==> src/cache_pkg.sv <==
`default_nettype none

package cache_pkg;

    // line and set geometry
    localparam int LEN_LINE  = 5;
    localparam int LEN_INDEX = 6;
    // lru scheme below assumes exactly two ways
    localparam int NR_WAYS   = 2;

    localparam int NR_WORDS      = 1 << (LEN_LINE - 2);
    localparam int LEN_TAG       = 32 - LEN_INDEX - LEN_LINE;
    localparam int LEN_WORD_SEL  = LEN_LINE - 2;
    localparam int LEN_DATA_ADDR = LEN_INDEX + LEN_WORD_SEL;

    typedef logic [LEN_TAG-1:0] tag_t;
    typedef logic [31:0]        word_t;
    typedef logic [3:0]         strb_t;

endpackage

`default_nettype wire

==> src/cache_meta.sv <==
`timescale 1ns/1ps
`default_nettype none

module cache_meta (
    input  wire                            clk,
    input  wire                            rst,
    input  wire [cache_pkg::LEN_INDEX-1:0] i_index,
    input  wire cache_pkg::tag_t           i_tag,
    input  wire cache_pkg::tag_t           i_rtag0,
    input  wire cache_pkg::tag_t           i_rtag1,
    input  wire                            i_touch,
    input  wire                            i_touch_way,
    input  wire                            i_set_dirty,
    input  wire                            i_fill,
    input  wire                            i_fill_way,
    input  wire                            i_clear_dirty,
    output logic                           o_hit,
    output logic                           o_hit_way,
    output logic                           o_victim_way,
    output logic                           o_victim_dirty
);
    import cache_pkg::*;

    localparam int NR_SETS = 1 << LEN_INDEX;

    logic [NR_WAYS-1:0] valid_q [NR_SETS];
    logic [NR_WAYS-1:0] dirty_q [NR_SETS];
    // set bit marks the way as not recently used
    logic [NR_WAYS-1:0] lru_q   [NR_SETS];
    logic [NR_WAYS-1:0] way_hit;

    assign way_hit[0] = valid_q[i_index][0] && (i_rtag0 == i_tag);
    assign way_hit[1] = valid_q[i_index][1] && (i_rtag1 == i_tag);

    assign o_hit          = |way_hit;
    assign o_hit_way      = way_hit[1];
    assign o_victim_way   = lru_q[i_index][1];
    assign o_victim_dirty = dirty_q[i_index][o_victim_way];

    always_ff @(posedge clk) begin
        if (rst) begin
            for (int s = 0; s < NR_SETS; s++) begin
                valid_q[s] <= '0;
                dirty_q[s] <= '0;
                lru_q[s]   <= '0;
            end
        end else begin
            if (i_touch) begin
                lru_q[i_index][i_touch_way]  <= 1'b0;
                lru_q[i_index][!i_touch_way] <= 1'b1;
            end
            if (i_fill) begin
                valid_q[i_index][i_fill_way] <= 1'b1;
            end
            if (i_clear_dirty) begin
                dirty_q[i_index][i_fill_way] <= 1'b0;
            end
            // a store on the same edge wins over the clear
            if (i_set_dirty) begin
                dirty_q[i_index][i_touch_way] <= 1'b1;
            end
        end
    end

endmodule

`default_nettype wire

==> config.mk <==
export PLATFORM = sky130hd
export DESIGN_NAME = cache_meta
export DESIGN_NICKNAME = d
export VERILOG_FILES = /design/src/cache_pkg.sv /design/src/cache_meta.sv
export SDC_FILE = /design/constraint.sdc
export NUM_CORES = 1
export LEC_CHECK = 0
export ABC_AREA = 1
export BUFFER_PORTS_ARGS = -buffer_cell sky130_fd_sc_hd__buf_4
export CAP_MARGIN = 20
export CORE_MARGIN = 8
export CORE_UTILIZATION = 29
export CTS_CLUSTER_DIAMETER = 30
export CTS_CLUSTER_SIZE = 25
export DETAILED_ROUTE_END_ITERATION = 7
export PLACE_DENSITY = 0.43
export SLEW_MARGIN = 20
export SYNTH_ARGS = -nofsm -noshare
export SYNTH_HDL_FRONTEND = slang
export SYNTH_SLANG_ARGS = --single-unit
==> constraint.sdc <==
create_clock -name clk -period 8.3 [get_ports clk]
set_input_delay 2.49 -clock clk [delete_from_list [all_inputs] [get_ports clk]]
set_output_delay 2.49 -clock clk [all_outputs]
set_load 0.02 [all_outputs]
==> metrics.md <==
| Metric | Value |
|---|---|
| Register area share after synthesis | 51.4% |
| Slew margin rel. | 28.1% |
| Drt pass-1 iters | 5 |
| Synth-to-Final Area Change | 27.6% |
| Die width | 252 microns |
| GPL Wtd Cong | 0.835 |
| Initial antenna violation count | 0 |
| Fmax | 131 MHz |
| Placed instance count | 2,787 |
| Setup Fix Bufs, Post-CTS | 0 |
| Final wirelength | 55,100 microns |
| DRC Markers | 0 |
| Compound-cell area share of the yosys netlist | 13.8% |
| Antenna cell count | 0 |
| Mapped cell area | 16,200 sq um |
| Final ANT Viol Nets | 0 |
| Largest family of logic cells by synthesized area | simple AND/OR/NAND/NOR gates |
| Share of cells above drive strength 1 | 14.3% |
| Clock Path Buffers | 3 |
| Setup_tns | 0 ns |
| Die Footprint | 63,700 sq um |
| I/O pin count | 81 |
| CP Data Arrival Time | 5.15 ns |
| Final clock period utilization by the worst path | 92.0% |
| Root buf cell | clkbuf_16 |
| Nets@finish | 2,213 |
| CTS tree | done |
| Cts repair resizes | 0 |
| CP Max Fanout | 131 |
| Final setup viols | 0 |
| Via count | 14,397 |
| Worst Hold Class | flip-flop to flip-flop |
| Final Max Tran Viols | 0 |
| Synth cell types | 28 |
| PortBufs | 80 |
| RSZ-0062 raised after global routing | false |
| First-pass GRT wire length | 84,300 microns |
| DP HPWL | 31,200 microns |
| M3 GR Usage | 3.46% |
| Post-Synthesis Cells | 2,079 |
| Vias in the first global route | 14,240 |
| Clock Sinks | 320 |
| Synth warn | 0 |
| H-tree depth | 3 |
| Maxcap violations | 0 |
| Post-route minimum period | 7.64 ns |
| Synth Area in XOR/XNOR | 1.35% |
| Syn Nets | 2,156 |
| Crit end category | output pin |
| Tot Pwr | 5700 uW |
| Critical path class | primary input to output pin |
| Clk_skew | 0 ns |
| Met1 Resource Use GR | 22.1% |
| GRT Util Overall | 17.0% |
| Post-DR wirelength/cell | 18.6 microns |
| PwrDens | 276 nW/um^2 |
| GRT busiest layer | met2 |
| Critical path startpoint category | primary input |
| Flops & latches, synth | 320 |
| Leak | 0.00825 uW |
| Global Route met2 Usage | 27.7% |
| Slew @ Worst Pin | 1.08 ns |
| Remaining Overflow, GRT | 0 |
| Share of synthesized cell area in and, or, nand and nor gates | 23.0% |
| Vias per inst | 4.86 |
| Fillers | 5,752 |
| Core footprint | 55,200 sq um |
| Maximum VDD drop | 0.148 mV |
| Row Count | 86 |
| CTS Hold Bufs | 0 |
| Syn avg cell area | 7.80 sq um |
| WP data required | 5.81 ns |
| Initial DRC Count | 994 |
| Worst skew pair latency | 0.61 ns |
| Die Ht | 252 microns |
| Synth Area in Adders | 0% |
| CTS buffer count | 94 |
| Final Hold Vio Count | 0 |
| Largest net degree at the start of global routing | 132 |
| Initial Utilization | 29.4% |
| CTS clk-pin slew, worst paths | 0.04 ns |
| Non-Filler Instances | 2,964 |
| Outcome | completed |
| Multiplexer share of the synthesized area | 0% |
-- sequential cells by signal (all words and copies together) (netlist names) --
register / count
lru_q: 64
valid_q: 128
dirty_q: 128
-- per-stage QoR --
| stage | instance area, sq um | setup slack (ns) | util (%) | hold WS (ns) |
|---|---|---|---|---|
| 2_1_floorplan | 16200 | 1.98 | - | 0.429 |
| 3_3_place_gp | 17500 | 0.749 | 31.7 | 0.438 |
| 3_5_place_dp | 17500 | 0.792 | 31.7 | 0.449 |
| 4_1_cts | 20700 | 0.777 | 37.4 | 0.459 |
| 5_1_grt | 20700 | 0.504 | 37.5 | 0.475 |
| 6_report | 20700 | 0.661 | 37.5 | 0.457 |
-- cells in the mapped netlist, drive strengths merged --
cell | count | area (sq um)
clkinv | 3 | 11.3
edfxtp | 192 | 5770
nand2 | 457 | 1740
or2 | 24 | 150
nand4 | 15 | 93.8
a22o | 3 | 26.3
a221oi | 1 | 8.76
o22ai | 112 | 701
xor2 | 5 | 43.8
clkbuf | 86 | 323
nor2 | 270 | 1070
xnor2 | 20 | 175
dfxtp | 128 | 2560
nor3 | 8 | 50.1
nand3 | 127 | 636
buf | 59 | 294
o211ai | 30 | 225
inv | 284 | 1070
o21ai | 255 | 1280
-- layout make-up --
class | count | area, sq um | area share (%)
inverters | 287 | 1090 | 5.26
well taps | 748 | 936 | 4.53
flip-flops and latches | 320 | 8330 | 40.3
repair buffers | 106 | 870 | 4.21
clock buffers | 139 | 2720 | 13.1
clock inverters | 37 | 460 | 2.23
multi-input cells | 1327 | 6280 | 30.4
-- critical path, cell delays in order --
cell and delay, ns:
buf_6 0.37, buf_12 0.49, nand2_1 0.12, nand3_1 0.14, nand2_1 0.11, o21ai_0 0.33
nand2_1 0.10, nor2_1 0.30, nand2_1 0.21, nand2_1 0.12, nand2_1 0.06, buf_4 0.15
-- cells in the final DEF (no fill, tap or decap), types with 6 or more instances in the layout --
master     instances
nand2_1          449
inv_1            273
nor2_1           259
edfxtp_1         192
o21ai_0          149
dfxtp_1          128
nand3_1          122
o22ai_1          112
o21ai_1          106
buf_4            100
clkbuf_16         98
o211ai_1          30
clkbuf_1          30
or2_2             24
clkinv_2          21
xnor2_1           20
nand4_1           15
clkbuf_8          11
nor2_4            10
bufinv_16         10
inv_2              9
nand2_2            8
inv_6              6
-- layer usage --
metal,vias to the layer above,part of all wire [%]
li1,6956,-
met1,6978,46
met2,351,46
met3,112,4.8
met4,0,2.9
met5,-,0
-- report_power, final --
| group | internal (uW) | switching, uW | total, uW |
|---|---|---|---|
| Sequential | 1740 | 13.7 | 1750 |
| Clock | 2540 | 1020 | 3560 |
| Combinational | 114 | 271 | 385 |
| Total | 4390 | 1310 | 5700 |
-- logic make-up after synthesis --
family                 count (synthesis)
AO/OA/AOI/OAI                        401
XOR/XNOR                              25
buffers and inverters                432
flip-flops                           320
AND/OR/NAND/NOR                      901
-- worst paths after layout --
path | start | cells past startpoint | endpoint | slack [ns]
max | i_index[0] | 12 | o_hit | 0.66
min | valid_q[10][0]$_DFF_P_ | 2 | valid_q[10][0]$_DFF_P_ | 0.46
max reg2reg | valid_q[38][1]$_DFF_P_ | 2 | valid_q[38][1]$_DFF_P_ | 7.63
min reg2reg | valid_q[10][0]$_DFF_P_ | 2 | valid_q[10][0]$_DFF_P_ | 0.46
No activity file was read; power rests on OpenSTA's default activity.
