`config.mk`:
```
export PLATFORM = sky130hd
export DESIGN_NAME = cache_ctrl
export DESIGN_NICKNAME = d
export VERILOG_FILES = /design/src/cache_pkg.sv /design/src/bus_pkg.sv /design/src/cache_ctrl.sv
export SDC_FILE = /design/constraint.sdc
export NUM_CORES = 1
export LEC_CHECK = 0
export BUFFER_PORTS_ARGS = -buffer_cell sky130_fd_sc_hd__buf_4
export CAP_MARGIN = 20
export CELL_PAD_IN_SITES_DETAIL_PLACEMENT = 0
export CELL_PAD_IN_SITES_GLOBAL_PLACEMENT = 1
export CORE_MARGIN = 1
export CORE_UTILIZATION = 28
export DETAILED_ROUTE_END_ITERATION = 8
export PLACE_DENSITY = 0.68
export SLEW_MARGIN = 25
export SYNTH_ARGS = -nofsm -noshare
export SYNTH_HDL_FRONTEND = slang
export SYNTH_SLANG_ARGS = --single-unit
```
`constraint.sdc`:
```
create_clock -name clk -period 4.9 [get_ports clk]
set_input_delay 0.98 -clock clk [delete_from_list [all_inputs] [get_ports clk]]
set_output_delay 0.98 -clock clk [all_outputs]
set_load 0.005 [all_outputs]
```
`src/cache_pkg.sv`:
```
`default_nettype none

package cache_pkg;

    // line and set geometry
    localparam int LEN_LINE  = 5;
    localparam int LEN_INDEX = 6;
    // lru scheme below assumes exactly two ways
    localparam int NR_WAYS   = 2;

    localparam int NR_WORDS      = 1 << (LEN_LINE - 2);
    localparam int LEN_TAG       = 32 - LEN_INDEX - LEN_LINE;
    localparam int LEN_WORD_SEL  = LEN_LINE - 2;
    localparam int LEN_DATA_ADDR = LEN_INDEX + LEN_WORD_SEL;

    typedef logic [LEN_TAG-1:0] tag_t;
    typedef logic [31:0]        word_t;
    typedef logic [3:0]         strb_t;

endpackage

`default_nettype wire

```
`src/bus_pkg.sv`:
```
`default_nettype none

package bus_pkg;

    // every burst moves one whole line
    localparam int BURST_LEN  = cache_pkg::NR_WORDS;
    localparam int BEAT_BYTES = 4;

    typedef enum logic [2:0] {
        IDLE,
        LOOKUP,
        WRITEBACK,
        REFILL,
        DONE
    } ctrl_state_t;

endpackage

`default_nettype wire

```
`src/cache_ctrl.sv`:
```
`timescale 1ns/1ps
`default_nettype none

module cache_ctrl (
    input  wire                                 clk,
    input  wire                                 rst,
    input  wire                                 i_req,
    input  wire                                 i_we,
    input  wire [31:0]                          i_addr,
    input  wire cache_pkg::word_t               i_wdata,
    input  wire cache_pkg::strb_t               i_wstrb,
    output logic                                o_busy,
    output logic                                o_done,
    output cache_pkg::word_t                    o_rdata,
    output logic [31:0]                         o_araddr,
    output logic                                o_arvalid,
    input  wire                                 i_arready,
    input  wire cache_pkg::word_t               i_rdata,
    input  wire                                 i_rlast,
    input  wire                                 i_rvalid,
    output logic                                o_rready,
    output logic [31:0]                         o_awaddr,
    output logic                                o_awvalid,
    input  wire                                 i_awready,
    output cache_pkg::word_t                    o_wdata,
    output logic [bus_pkg::BEAT_BYTES-1:0]      o_wstrb,
    output logic                                o_wlast,
    output logic                                o_wvalid,
    input  wire                                 i_wready,
    input  wire                                 i_bvalid,
    output logic                                o_bready,
    input  wire                                 i_hit,
    input  wire                                 i_hit_way,
    input  wire                                 i_victim_way,
    input  wire                                 i_victim_dirty,
    input  wire cache_pkg::word_t               i_rdata_way0,
    input  wire cache_pkg::word_t               i_rdata_way1,
    input  wire cache_pkg::tag_t                i_victim_tag,
    output logic [cache_pkg::NR_WAYS-1:0]       o_tag_we,
    output logic [cache_pkg::NR_WAYS-1:0]       o_data_we,
    output cache_pkg::strb_t                    o_data_wbe,
    output logic [cache_pkg::LEN_DATA_ADDR-1:0] o_data_waddr,
    output cache_pkg::word_t                    o_data_wdata,
    output logic [cache_pkg::LEN_DATA_ADDR-1:0] o_data_raddr,
    output logic [cache_pkg::LEN_INDEX-1:0]     o_index,
    output logic                                o_touch,
    output logic                                o_touch_way,
    output logic                                o_set_dirty,
    output logic                                o_fill,
    output logic                                o_fill_way,
    output logic                                o_clear_dirty
);
    import cache_pkg::*;
    import bus_pkg::*;

    ctrl_state_t             state;
    logic                    lookup_q;
    logic [LEN_WORD_SEL-1:0] beat;
    logic [LEN_INDEX-1:0]    index_q;
    logic [LEN_WORD_SEL-1:0] req_word;
    logic                    we_q;
    word_t                   wdata_q;
    strb_t                   wstrb_q;
    logic                    way_q;
    word_t                   rdata_q;
    word_t                   hit_word;
    logic [LEN_WORD_SEL-1:0] rd_word;
    logic [NR_WAYS-1:0]      fill_sel;
    logic [NR_WAYS-1:0]      hit_sel;
    logic                    hit_fire;
    logic                    w_fire;
    logic                    r_fire;
    logic                    refill_end;
    logic                    wb_end;
    logic                    req_beat;

    function automatic word_t merge(word_t old_w, word_t new_w, strb_t be);
        word_t res;
        res = old_w;
        for (int b = 0; b < 4; b++) begin
            if (be[b]) begin
                res[8*b +: 8] = new_w[8*b +: 8];
            end
        end
        return res;
    endfunction

    assign o_busy  = (state != IDLE);
    assign o_done  = (state == DONE);
    assign o_rdata = rdata_q;
    assign o_index = index_q;
    assign o_wstrb = {BEAT_BYTES{1'b1}};
    assign o_wdata = way_q ? i_rdata_way1 : i_rdata_way0;

    assign hit_word   = i_hit_way ? i_rdata_way1 : i_rdata_way0;
    // tag ram outputs are valid on the second lookup cycle
    assign hit_fire   = (state == LOOKUP) && lookup_q && i_hit;
    assign w_fire     = o_wvalid && i_wready;
    assign r_fire     = (state == REFILL) && o_rready && i_rvalid;
    assign refill_end = r_fire && i_rlast;
    assign wb_end     = (state == WRITEBACK) && o_bready && i_bvalid;
    assign req_beat   = (beat == req_word);

    assign fill_sel = NR_WAYS'(1) << way_q;
    assign hit_sel  = NR_WAYS'(1) << i_hit_way;

    // metadata updates
    assign o_touch       = hit_fire || refill_end;
    assign o_touch_way   = hit_fire ? i_hit_way : way_q;
    assign o_set_dirty   = we_q && o_touch;
    assign o_fill        = refill_end;
    assign o_fill_way    = way_q;
    assign o_clear_dirty = wb_end;
    assign o_tag_we      = refill_end ? fill_sel : '0;

    // read one word ahead while the write burst streams
    assign rd_word      = beat + LEN_WORD_SEL'(w_fire);
    assign o_data_raddr = {index_q, (state == WRITEBACK) ? rd_word : req_word};

    always_comb begin
        o_data_we    = '0;
        o_data_wbe   = wstrb_q;
        o_data_waddr = {index_q, req_word};
        o_data_wdata = wdata_q;
        if (r_fire) begin
            o_data_we    = fill_sel;
            o_data_wbe   = '1;
            o_data_waddr = {index_q, beat};
            o_data_wdata = (we_q && req_beat) ? merge(i_rdata, wdata_q, wstrb_q) : i_rdata;
        end else if (hit_fire && we_q) begin
            o_data_we = hit_sel;
        end
    end

    always_ff @(posedge clk) begin
        if (rst) begin
            state     <= IDLE;
            lookup_q  <= 1'b0;
            beat      <= '0;
            o_arvalid <= 1'b0;
            o_rready  <= 1'b0;
            o_awvalid <= 1'b0;
            o_wvalid  <= 1'b0;
            o_wlast   <= 1'b0;
            o_bready  <= 1'b0;
        end else begin
            case (state)
                IDLE: begin
                    if (i_req) begin
                        state    <= LOOKUP;
                        lookup_q <= 1'b0;
                    end
                end
                LOOKUP: begin
                    lookup_q <= 1'b1;
                    if (lookup_q) begin
                        lookup_q <= 1'b0;
                        beat     <= '0;
                        if (i_hit) begin
                            state <= DONE;
                        end else if (i_victim_dirty) begin
                            o_awvalid <= 1'b1;
                            state     <= WRITEBACK;
                        end else begin
                            o_arvalid <= 1'b1;
                            state     <= REFILL;
                        end
                    end
                end
                WRITEBACK: begin
                    if (o_awvalid && i_awready) begin
                        o_awvalid <= 1'b0;
                        o_wvalid  <= 1'b1;
                    end
                    if (w_fire) begin
                        beat    <= beat + 1'b1;
                        o_wlast <= (beat == LEN_WORD_SEL'(BURST_LEN - 2));
                        if (o_wlast) begin
                            o_wvalid <= 1'b0;
                            o_wlast  <= 1'b0;
                            o_bready <= 1'b1;
                        end
                    end
                    if (wb_end) begin
                        o_bready  <= 1'b0;
                        o_arvalid <= 1'b1;
                        state     <= REFILL;
                    end
                end
                REFILL: begin
                    if (o_arvalid && i_arready) begin
                        o_arvalid <= 1'b0;
                        o_rready  <= 1'b1;
                    end
                    if (r_fire) begin
                        beat <= beat + 1'b1;
                        if (i_rlast) begin
                            o_rready <= 1'b0;
                            state    <= DONE;
                        end
                    end
                end
                default: begin
                    state <= IDLE;
                end
            endcase
        end
    end

    // request and burst payload
    always_ff @(posedge clk) begin
        if (state == IDLE && i_req) begin
            index_q  <= i_addr[LEN_LINE +: LEN_INDEX];
            req_word <= i_addr[2 +: LEN_WORD_SEL];
            we_q     <= i_we;
            wdata_q  <= i_wdata;
            wstrb_q  <= i_wstrb;
            o_araddr <= {i_addr[31:LEN_LINE], {LEN_LINE{1'b0}}};
        end
        if (state == LOOKUP && lookup_q) begin
            way_q    <= i_victim_way;
            o_awaddr <= {i_victim_tag, index_q, {LEN_LINE{1'b0}}};
            rdata_q  <= we_q ? merge(hit_word, wdata_q, wstrb_q) : hit_word;
        end
        if (r_fire && req_beat) begin
            rdata_q <= o_data_wdata;
        end
    end

endmodule

`default_nettype wire

```
==> impl_metrics.py, run 1 <==
metrics = {
    "setup_path": {
        "critPathLaunchType": "flop",
        "cp.arrival_ps": 2820,
        "worstRegToRegCells": 4,
        "critPathCaptureType": "output pin",
        "required_ps": 3920,
        "reg2reg_slack_ps": 1760,
        "path_buf_inv": 1,
        "crit_family": "simple AND/OR/NAND/NOR gates",
        "cp_cell_sequence": "and3b_1, nand3_4, a21oi_4, mux2_2, buf_4",
        "setup.worst_path.class": "reg2out",
        "r2r-start": "state[0]",
        "cp_slowest_cell": "dfxtp_1",
        "path_max_fanout": 25,
        "r2r_end": "o_rdata[25]",
        "cpPeakStageDelay_ps": 630,
    },
    "power_and_ir_drop": {
        "power_density_nw_per_um2": 367.5,
        "clock_power_share_pct": 32.5,
        "power_frac_seq_pct": 41.8,
        "combPwrFrac_pct": 25.6,
        "intPower_w": 0.002720,
        "ir_worst_vdd_mv": 0.2070,
        "total_power_w": 0.003921,
        "power.leakage_nw": 4.328,
        "swShare_pct": 30.64,
        "p_sw_w": 0.001201,
    },
    "placement": {
        "globalplace.congestion": 0.7492,
        "dp_hpwl_um": 18150,
        "numPortBuffers": 392,
        "postPlaceCellArea_um2": 10090,
        "dpl_worst_slack_ps": 1383,
    },
    "cts": {
        "post_cts_buffers": 0,
        "cts.sink_count": 140,
        "h-tree-depth": 4,
        "hold_buffers": 0,
        "clock_latency_ps": 430,
        "root_buffer": "clkbuf_16",
        "numCtsBuffers": 17,
        "clkSlewWorstSetupHoldPaths_ps": 70,
        "cts_buffer_depth": 2,
        "cts_tree": "yes",
        "cts.repair.resized": 0,
    },
    "detailed_routing": {
        "drt-vias-per-instance": 4.681,
        "drt-pass1-iter-count": 4,
        "drtAntennaViolNets": 0,
        "wl_per_cell_um": 19.41,
        "first_iter_violations": 275,
        "drt_wl_total_um": 24400,
        "drc": 0,
        "vias": 5884,
    },
    "logic_synthesis": {
        "syn_inst": 561,
        "synth_enable_flop_cells": 127,
        "syn_area_per_cell_um2": 12.55,
        "synth_cell_types": 47,
        "syn_area_um2": 7039,
        "synthArstFlopShare_pct": 0,
        "ys_seq_elements": 140,
        "yosysSeqAreaShare_pct": 57.87,
        "ys.flop_type": "edfxtp_1",
        "yosys_warnings": 0,
    },
    "sta": {
        "tns_ps": 0,
        "hold_viol_final": 0,
        "fin_crit_sh_pct": 77.60,
        "worst_pin_slew_ps": 926.4,
        "rsz0062_at_grt": "false",
        "finalSetupViolCount": 0,
        "slew_headroom_pct": 38.09,
        "setup_ws_ps": 1097,
        "max_freq_mhz": 263.0,
        "fin_skew_ps": 12.49,
        "slew_violations": 0,
        "period_minus_slack_ps": 3803,
    },
    "global_route": {
        "grt_pass1_vias": 5854,
        "grt_pass1_wl_um": 35770,
        "grt_antenna_before_repair": 0,
        "grt_max_degree": 48,
        "grtUsageTotal_pct": 18.77,
        "grt_remaining_overflow": 0,
    },
    "min_path": {
        "hold_path.class": "reg2reg",
        "min_from": "o_wlast",
        "hold_path_depth": 1,
        "whs_endpoint": "o_wvalid",
    },
    "layout": {
        "insertedDiodeCount": 0,
        "fill_cells": 2346,
        "area_delta_synth_final_pct": 51.56,
        "nNetsFinal": 1123,
        "fin_util_pct": 43.61,
        "layout-drive-gt1-share_pct": 54.77,
        "postLayoutCellArea_um2": 10670,
        "final_common_cell": "buf_4",
        "final_cell_mix": "buf_4, edfxtp_1, mux2_2",
    },
    "floorplanning": {
        "placementRows": 57,
        "die-area_um2": 25780,
        "die_h_um": 160.6,
        "io_pins": 409,
        "die_w_um": 160.6,
        "core_area_um2": 24460,
        "initial_core_util_pct": 28.78,
    },
    "status": {
        "outcome": "complete, no violations",
    },
    "flow_run": {
        "maxCapViolations": 0,
    },
}
==> state kept, by name (all words and copies together) (netlist names), 3 cells and up <==
| name | cells |
|---|---|
| req_word | 3 |
| o_rdata | 32 |
| o_index | 5 |
| o_awaddr | 27 |
| wstrb_q | 4 |
| beat | 3 |
| o_araddr | 22 |
| wdata_q | 32 |
| state | 3 |
==> cell type report <==
type / count / area, um2 / area share, %
sequential: 140 / 4074 / 38.18
timing repair buffer: 400 / 3003 / 28.15
multi-input combinational: 354 / 2585 / 24.23
clock buffer: 17 / 425.4 / 3.987
tap: 324 / 405.4 / 3.800
clock inverter: 15 / 150.1 / 1.407
inverter: 7 / 26.28 / 0.2463
==> worst max path at each step <==
stage                     startpoint          endpoint  slack (ps)  cells past startpoint
after floorplan                i_req      o_araddr[10]         610                      2
after global placement      i_rvalid  o_data_wdata[28]        1380                      5
after detailed placement    i_rvalid  o_data_wdata[28]        1380                      5
after CTS                   state[0]  o_data_wdata[28]        1000                      5
after global routing        state[0]  o_data_wdata[28]         900                      5
final                       state[0]  o_data_wdata[28]        1100                      5
==> cell usage after synthesis, types with 11 or more instances <==
| master | number | area [um2] |
|---|---|---|
| a221oi_1 | 32 | 280.3 |
| nor2b_1 | 33 | 206.5 |
| mux2_2 | 65 | 732.0 |
| o31ai_1 | 32 | 240.2 |
| buf_4 | 33 | 247.7 |
| nor2_1 | 13 | 48.80 |
| buf_2 | 11 | 55.05 |
| edfxtp_1 | 127 | 3814 |
| clkbuf_1 | 25 | 93.84 |
| nor3_1 | 37 | 185.2 |
| nand2_1 | 50 | 187.7 |
| dfxtp_1 | 13 | 260.3 |
==> layer usage <==
| layer | track usage (%) | up-vias | share of wire [%] |
|---|---|---|---|
| met1 | 21.35 | 2822 | 39 |
| met5 | 0 | - | 0 |
| li1 | - | 2796 | - |
| met3 | 6.327 | 21 | 8.0 |
| met2 | 33.27 | 245 | 52 |
| met4 | 5.195 | 0 | 1.4 |
==> per-stage QoR <==
| step | cells | hold slack (ps) |
|---|---|---|
| detailed placement | 1225 | 506.5 |
| CTS | 1257 | 523.2 |
| global placement | 1225 | 510.4 |
| finish | 1257 | 524.1 |
| global route | 1257 | 555.1 |
| floorplan | 573 | 465.4 |
==> power groups by stage <==
stage	Sequential, W	Combinational [W]	Clock, W
global route	0.00166	0.00110	0.00136
finish	0.00164	0.00101	0.00128
detailed placement	0.00167	0.00103	0
CTS	0.00164	0.00103	0.00131
global placement	0.00166	0.00102	0
floorplan	0.00164	0.000489	0
==> kinds of logic (layout without fill, tap and decap cells) <==
kind of cell | after synthesis | count (layout) | share of synthesized area (%)
and+or+nand+nor | 167 | 167 | 12.28
adders and majority gates | 4 | 4 | 0.7110
buffers and inverters | 79 | 439 | 6.488
xor gates and xnor gates | 5 | 5 | 0.6221
AOI/OAI and AO/OA | 98 | 98 | 11.36
DFF | 140 | 140 | 57.87
other | 2 | 14 | 0.1067
muxes | 66 | 66 | 10.56
Note: power is estimated with default switching activity, not from simulation.
==> run 2: changes to the inputs <==
- clock period: 4.9 -> 3.9 ns (I/O delays scaled with it)
==> impl_metrics.py, run 2 (synthesis results as in run 1) <==
metrics = {
    "sta": {
        "hold_viol_final": 0,
        "slew_headroom_pct": 39.09,
        "slew_violations": 0,
        "max_freq_mhz": 292.4,
        "tns_ps": 0,
        "rsz0062_at_grt": "false",
        "period_minus_slack_ps": 3421,
        "worst_pin_slew_ps": 912.6,
        "fin_crit_sh_pct": 87.71,
        "finalSetupViolCount": 0,
        "fin_skew_ps": 11.46,
    },
    "layout": {
        "final_cells": 1265,
        "layout-drive-gt1-share_pct": 55.15,
        "area_delta_synth_final_pct": 53.00,
        "nNetsFinal": 1131,
        "final_common_cell": "buf_4",
        "final_cell_mix": "buf_4, edfxtp_1, mux2_2",
        "insertedDiodeCount": 0,
    },
    "cts": {
        "cts_tree": "yes",
        "clock_latency_ps": 420,
        "numCtsBuffers": 17,
        "h-tree-depth": 4,
        "post_cts_buffers": 0,
        "root_buffer": "clkbuf_16",
        "cts.repair.resized": 0,
        "hold_buffers": 0,
        "clkSlewWorstSetupHoldPaths_ps": 70,
        "cts_buffer_depth": 2,
        "cts.sink_count": 140,
    },
    "detailed_routing": {
        "vias": 5982,
        "drc": 0,
        "drt_wl_total_um": 24650,
        "first_iter_violations": 250,
        "drtAntennaViolNets": 0,
        "drt-vias-per-instance": 4.729,
        "drt-pass1-iter-count": 4,
        "wl_per_cell_um": 19.48,
    },
    "setup_path": {
        "r2r-start": "req_word[2]",
        "r2r_end": "o_rdata[23]",
        "path_max_fanout": 19,
        "cp.arrival_ps": 2640,
        "setup.worst_path.class": "reg2out",
        "required_ps": 3120,
        "reg2reg_slack_ps": 1150,
        "critPathCaptureType": "output pin",
        "critPathLaunchType": "flop",
        "worstRegToRegCells": 5,
        "startpoint": "state[2]",
    },
    "floorplanning": {
        "die-area_um2": 25780,
        "io_pins": 409,
        "core_area_um2": 24460,
        "initial_core_util_pct": 28.78,
        "placementRows": 57,
        "die_h_um": 160.6,
        "die_w_um": 160.6,
    },
    "global_route": {
        "grtUsageTotal_pct": 18.51,
        "grt_pass1_vias": 6019,
        "grt_pass1_wl_um": 35590,
        "grt_remaining_overflow": 0,
        "grt_max_degree": 52,
        "grt_antenna_before_repair": 0,
    },
    "power_and_ir_drop": {
        "power.leakage_nw": 4.385,
        "power_density_nw_per_um2": 468.4,
        "ir_worst_vdd_mv": 0.2240,
    },
    "placement": {
        "dp_hpwl_um": 18370,
        "dp.cells": 1233,
        "globalplace.congestion": 0.7768,
        "numPortBuffers": 392,
    },
    "status": {
        "outcome": "complete, no violations",
    },
    "min_path": {
        "min_from": "o_wlast",
        "hold_path_depth": 1,
        "hold_path.class": "reg2reg",
        "whs_endpoint": "o_wvalid",
    },
    "flow_run": {
        "maxCapViolations": 0,
    },
}
==> run 2: layer usage <==
layer / GRT usage [%] / part of all wire [%]
met4: 4.286 / 0.83
met5: 0 / 0
met3: 5.940 / 8.9
met1: 20.56 / 38
met2: 34.02 / 52
==> run 2: where the power goes <==
group / leakage (nW) / internal [W] / switching, W
combinational: 2.81 / 0.000669 / 0.000672
clock: 0.290 / 0.000918 / 0.000764
sequential: 1.28 / 0.00192 / 0.0000994
==> run 2: layout make-up <==
| cell class | instances | area (um2) |
|---|---|---|
| Clock inverter | 15 | 178.9 |
| Multi-Input combinational cell | 354 | 2585 |
| Clock buffer | 17 | 425.4 |
| Tap cell | 324 | 405.4 |
| Timing Repair Buffer | 408 | 3075 |
| Inverter | 7 | 26.28 |
| Sequential cell | 140 | 4074 |
| Fill cell | 2342 | 13690 |
==> run 2: metrics by stage <==
stage / hold slack, ps / area [um2] / total power [W] / util (%) / setup WS [ps]
4_1_cts: 508.7 / 10770 / 0.005117 / 44.03 / 411.6
2_1_floorplan: 465.4 / 7087 / 0.002671 / - / 753.1
6_report: 516.4 / 10770 / 0.005045 / 44.03 / 479.4
5_1_grt: 501.4 / 10770 / 0.005273 / 44.03 / 365.5
3_3_place_gp: 506.8 / 10170 / 0.003402 / 41.56 / 846.6
3_5_place_dp: 507.3 / 10170 / 0.003415 / 41.56 / 838.2
==> run 2: how the worst max path moves through the flow <==
stage / endpoint / cells after the start / slack [ps]
4_1_cts: o_data_wdata[28] / 6 / 410
5_1_grt: o_data_wdata[28] / 6 / 370
3_5_place_dp: o_data_wdata[28] / 5 / 840
3_3_place_gp: o_data_wdata[28] / 5 / 850
6_report: o_data_wdata[29] / 6 / 480
2_1_floorplan: o_araddr[10] / 3 / 750
==> run 2: worst max-delay path, cell delays in order (launching register included) <==
cell	delay, ps
dfxtp_1	300
buf_4	180
and3b_1	380
nand3_4	350
a21oi_4	440
mux2_2	410
buf_4	140
